<file path="config.mk">
export PLATFORM = sky130hd
export DESIGN_NAME = latent_fifo
export DESIGN_NICKNAME = d
export VERILOG_FILES = /design/src/fixed_point_pkg.sv /design/src/vae_net_pkg.sv /design/src/latent_fifo.sv
export SDC_FILE = /design/constraint.sdc
export NUM_CORES = 1
export LEC_CHECK = 0
export BUFFER_PORTS_ARGS = -buffer_cell sky130_fd_sc_hd__buf_2
export CORE_UTILIZATION = 61
export DETAILED_ROUTE_END_ITERATION = 8
export PLACE_DENSITY = 0.84
export SYNTH_ARGS = -nofsm -noshare
export SYNTH_HDL_FRONTEND = slang
export SYNTH_SLANG_ARGS = --single-unit
</file>
<file path="constraint.sdc">
create_clock -name clk -period 11.7 [get_ports clk]
set_clock_uncertainty 0.15 [all_clocks]
set_input_delay 0.585 -clock clk [delete_from_list [all_inputs] [get_ports clk]]
set_output_delay 0.585 -clock clk [all_outputs]
set_load 0.005 [all_outputs]
</file>
<file path="src/fixed_point_pkg.sv">
// Q16.16 fixed-point type, constants and arithmetic helpers
`default_nettype none

package fixed_point_pkg;

    // Signed, 16 integer bits and 16 fraction bits
    typedef logic signed [31:0] q16_t;

    localparam int Q_FRAC_BITS = 16;

    localparam q16_t Q_ONE  = 32'h0001_0000;
    // 0.125
    localparam q16_t W_INIT = 32'h0000_2000;
    // 0.1, truncated
    localparam q16_t B_INIT = 32'h0000_1999;

    // Full-width product, rescaled and truncated back to 32 bits
    function automatic q16_t q_mul(input q16_t a, input q16_t b);
        logic signed [63:0] prod;
        prod = 64'(a) * 64'(b);
        prod = prod >>> Q_FRAC_BITS;
        return prod[31:0];
    endfunction

    function automatic q16_t q_relu(input q16_t x);
        q16_t res;
        if (x[31]) begin
            res = '0;
        end else begin
            res = x;
        end
        return res;
    endfunction

endpackage

`default_nettype wire

</file>
<file path="src/vae_net_pkg.sv">
// Network sizes, weight address layouts and the data structs between blocks
`default_nettype none

package vae_net_pkg;

    localparam int N_PIX          = 9;
    localparam int N_LAT          = 2;
    localparam int LAT_FIFO_DEPTH = 4;

    // Tap that addresses the bias instead of a weight
    localparam int ENC_BIAS_TAP = 9;
    localparam int DEC_BIAS_TAP = 2;

    typedef logic [3:0] pixel_idx_t;

    // Encoder bank: bank bit 0, one pad bit, latent select, pixel tap
    typedef struct packed {
        logic       bank;
        logic       pad;
        logic       latent;
        logic [3:0] tap;
    } enc_addr_t;

    // Decoder bank: bank bit 1, output pixel, latent tap
    typedef struct packed {
        logic       bank;
        logic [3:0] out_idx;
        logic [1:0] tap;
    } dec_addr_t;

    // Same 7-bit word, read through whichever layout the bank bit picks
    typedef union packed {
        enc_addr_t enc;
        dec_addr_t dec;
    } wt_addr_u;

    typedef struct packed {
        wt_addr_u              addr;
        fixed_point_pkg::q16_t data;
    } wt_write_t;

    typedef struct packed {
        fixed_point_pkg::q16_t mean0;
        fixed_point_pkg::q16_t mean1;
    } latent_t;

    typedef struct packed {
        pixel_idx_t            index;
        fixed_point_pkg::q16_t value;
    } pixel_out_t;

endpackage

`default_nettype wire

</file>
<file path="src/latent_fifo.sv">
// Latent vector queue, first-word-fall-through, between encoder and decoder
`timescale 1ns/1ps
`default_nettype none

module latent_fifo (
    input  logic                 clk,
    input  logic                 arst_n,
    input  logic                 push,
    input  vae_net_pkg::latent_t push_data,
    input  logic                 pop,
    output logic                 full,
    output logic                 empty,
    output vae_net_pkg::latent_t head
);

    localparam int DEPTH = vae_net_pkg::LAT_FIFO_DEPTH;

    vae_net_pkg::latent_t mem [DEPTH];

    logic [$clog2(DEPTH)-1:0]   wr_ptr;
    logic [$clog2(DEPTH)-1:0]   rd_ptr;
    logic [$clog2(DEPTH+1)-1:0] count;
    logic                       do_push;
    logic                       do_pop;

    assign full    = (count == ($clog2(DEPTH+1))'(DEPTH));
    assign empty   = (count == '0);
    assign do_push = push && !full;
    assign do_pop  = pop && !empty;
    assign head    = mem[rd_ptr];

    always_ff @(posedge clk) begin
        if (do_push) begin
            mem[wr_ptr] <= push_data;
        end
    end

    always_ff @(posedge clk or negedge arst_n) begin
        if (!arst_n) begin
            wr_ptr <= '0;
            rd_ptr <= '0;
            count  <= '0;
        end else begin
            if (do_push) begin
                wr_ptr <= (wr_ptr == ($clog2(DEPTH))'(DEPTH - 1)) ? '0 : wr_ptr + 1'b1;
            end
            if (do_pop) begin
                rd_ptr <= (rd_ptr == ($clog2(DEPTH))'(DEPTH - 1)) ? '0 : rd_ptr + 1'b1;
            end
            // Simultaneous push and pop leaves occupancy unchanged
            if (do_push && !do_pop) begin
                count <= count + 1'b1;
            end else if (do_pop && !do_push) begin
                count <= count - 1'b1;
            end
        end
    end

endmodule

`default_nettype wire

</file>
==> run summary <==
slowest CP cell -> dfrtp_4
Clock Latency Late Sink -> 0.51 ns
crit end category -> output pin
WP buf/inv -> 2
Critical Path, Cell by Cell -> buf_4, mux4_2, buf_2
residual DRC count -> 0
status -> finished clean
setup ws final -> 8.138 ns
Pre-antenna DRT Iters -> 4
Fin Setup TNS -> 0 ns
Final #Nets -> 595
CTS max path bufs -> 3
Top-Level Pins -> 134
Area Overhead vs Synth -> 17.94%
Setup WS pre-CTS -> 8.578 ns
fin cells -> 747
hold_ws -> 0.1301 ns
Synth warnings -> 0
synth unique cells -> 22
Critical Path AT -> 2.83 ns
final-report max-slew violation count -> 0
PwrDens -> 253.9 nW/µm²
f_max -> 0.2807 GHz
Hold WC Path Type -> in2reg
Post CTS Setup Buffer Count -> 0
Core ar. -> 15370 µm²
syn_area_per_cell -> 26.14 µm²
vias in the first global route -> 4528
first-pass GRT wire length -> 25260 µm
Crit Path Category -> reg2out
ANT cells -> 0
largest stage delay on the critical path -> 0.81 ns
Clock Sinks -> 263
Synth Register Bits -> 263
leading area contributor after synthesis -> edfxtp_1
Yosys top cell area share -> 0.7926
crit share post-route -> 0.3045
crit path from -> rd_ptr[0]
# rows -> 45
Min-Delay Startpoint -> push_data[46]
level count of the clock H-tree -> 1
initial drt markers -> 351
Worst path top cell family by delay -> buffers and inverters
unrepaired setup endpoints after global routing -> false
vias per inst -> 5.798
Synth area leaders -> edfxtp_1, mux4_2, dfrtp_1, ha_1, buf_6
Final min period -> 3.562 ns
Leakage -> 3.934 nW
Die X -> 128.1 µm
WP data required -> 10.97 ns
Peak VDD IR -> 0.2122 mV
Final HPWL DP -> 9237 µm
die area -> 16410 µm²
maximum number of pins on one net before global-route repair -> 67
clock buffer count from CTS -> 25
# port buffers -> 133
mean routed wirelength per cell -> 22.19 µm
Initial Utilization -> 0.6310
CP Launch Type -> flop
Final Hold Viols -> 0
Reg clk slew, reported paths -> 0.06 ns
measured slew at the worst slew-check pin -> 1.004 ns
routed wire length -> 16580 µm
Syn Inst Count -> 371
total grt overflow -> 0
slew margin rel. -> 0.3289
Reg2Reg Launch Point -> wr_ptr[0]
share of layout cells above drive strength 1 -> 0.4646
CTS tree -> done
synthesized area -> 9699 µm²
die height -> 128.1 µm
total number of vias -> 4331
final antenna-violating net count -> 0
Crit Path Max Fanout -> 38
max-cap viol count -> 0
sequential-to-total area share from yosys stat -> 0.8106
initial antenna violation count -> 0
# setup viols final -> 0
routability cong. -> 0.7321
GRT Total Usage -> 0.2117
syn nets -> 446
CTS root buffer -> clkbuf_16
placed cells -> 703
Core Util, Final -> 0.7442
-- cell usage in the layout, fill, tap and decap left out, types with 3 or more instances in the layout --
cell type  instances
edfxtp_1         256
buf_2            133
bufinv_16          6
clkbuf_1           3
mux4_2            64
clkinv_1           3
clkinv_2           3
dfrtp_1            5
inv_1              3
and2_4             3
ha_1               6
clkbuf_16         25
-- flip-flops by register name (all words and copies together) (netlist names) --
| signal | flops |
|---|---|
| rd_ptr | 2 |
| mem | 256 |
| count | 3 |
| wr_ptr | 2 |
-- metrics by stage --
step | instance area (µm²) | total power, mW
after floorplan | 9699 | 1.820
after global placement | 10560 | 2.063
after detailed placement | 10560 | 2.092
after CTS | 11440 | 2.942
after global routing | 11440 | 3.034
final | 11440 | 2.904
-- layout make-up --
class / count / area, µm²
Fill cell: 871 / 3931
Tap cell: 211 / 264.0
Inverter: 3 / 11.26
Clock buffer: 28 / 636.9
Timing Repair Buffer: 136 / 690.7
Clock inverter: 15 / 231.5
Sequential cell: 263 / 7870
Multi-Input combinational cell: 91 / 1735
-- routing by layer --
metal  part of all wire  vias to the layer above  global-route usage
li1                   -                     1890                   -
met1               0.42                     2255              0.2925
met2               0.50                      149              0.3478
met3              0.055                       37             0.04382
met4              0.026                        0             0.06367
met5                  0                        -                   0
-- synth_stat cells (all sizes together) --
| library cell | number |
|---|---|
| a21o | 1 |
| ha | 6 |
| fa | 1 |
| inv | 3 |
| o31ai | 1 |
| clkbuf | 1 |
| and2 | 3 |
| nor3b | 1 |
| nand2 | 1 |
| edfxtp | 256 |
| dfrtp | 7 |
| buf | 13 |
| nor2b | 1 |
| nor3 | 2 |
| xor2 | 2 |
| mux4 | 64 |
| xnor2 | 1 |
| mux2 | 4 |
| nor2 | 3 |
-- cells by family (layout without fill, tap and decap cells) --
logic type,after synthesis,count (layout),share of synthesized area
AO/OA/AOI/OAI,2,2,0.002967
flip-flops,263,263,0.8106
AND/OR/NAND/NOR,11,11,0.007869
XOR/XNOR,3,3,0.002709
buffers and inverters,17,182,0.01200
multiplexers,68,68,0.1540
adder cells (fa/ha/maj),7,7,0.009804
-- path summary, 6_finish.rpt --
kind	endpoint	slack [ns]	cells past startpoint
max	head[14]	8.14	3
min	mem[3][46]	0.13	1
max reg2reg	mem[3][19]	9.08	4
min reg2reg	wr_ptr[1]	0.44	1
max in group asynchronous	rd_ptr[0]	10.93	2
min in group asynchronous	rd_ptr[1]	0.29	2
-- power breakdown --
part | internal [mW] | switching [mW] | leakage (nW)
Sequential | 1.25 | 0.130 | 2.43
Combinational | 0.371 | 0.311 | 1.09
Clock | 0.523 | 0.321 | 0.422
-- timing repair --
item	4_1_cts	5_1_grt
hold buffers	1	0
setup endpoints to repair	0	0
resized for setup	0	0
hold endpoints to repair	7	0
(Power assumes the default switching activity.)
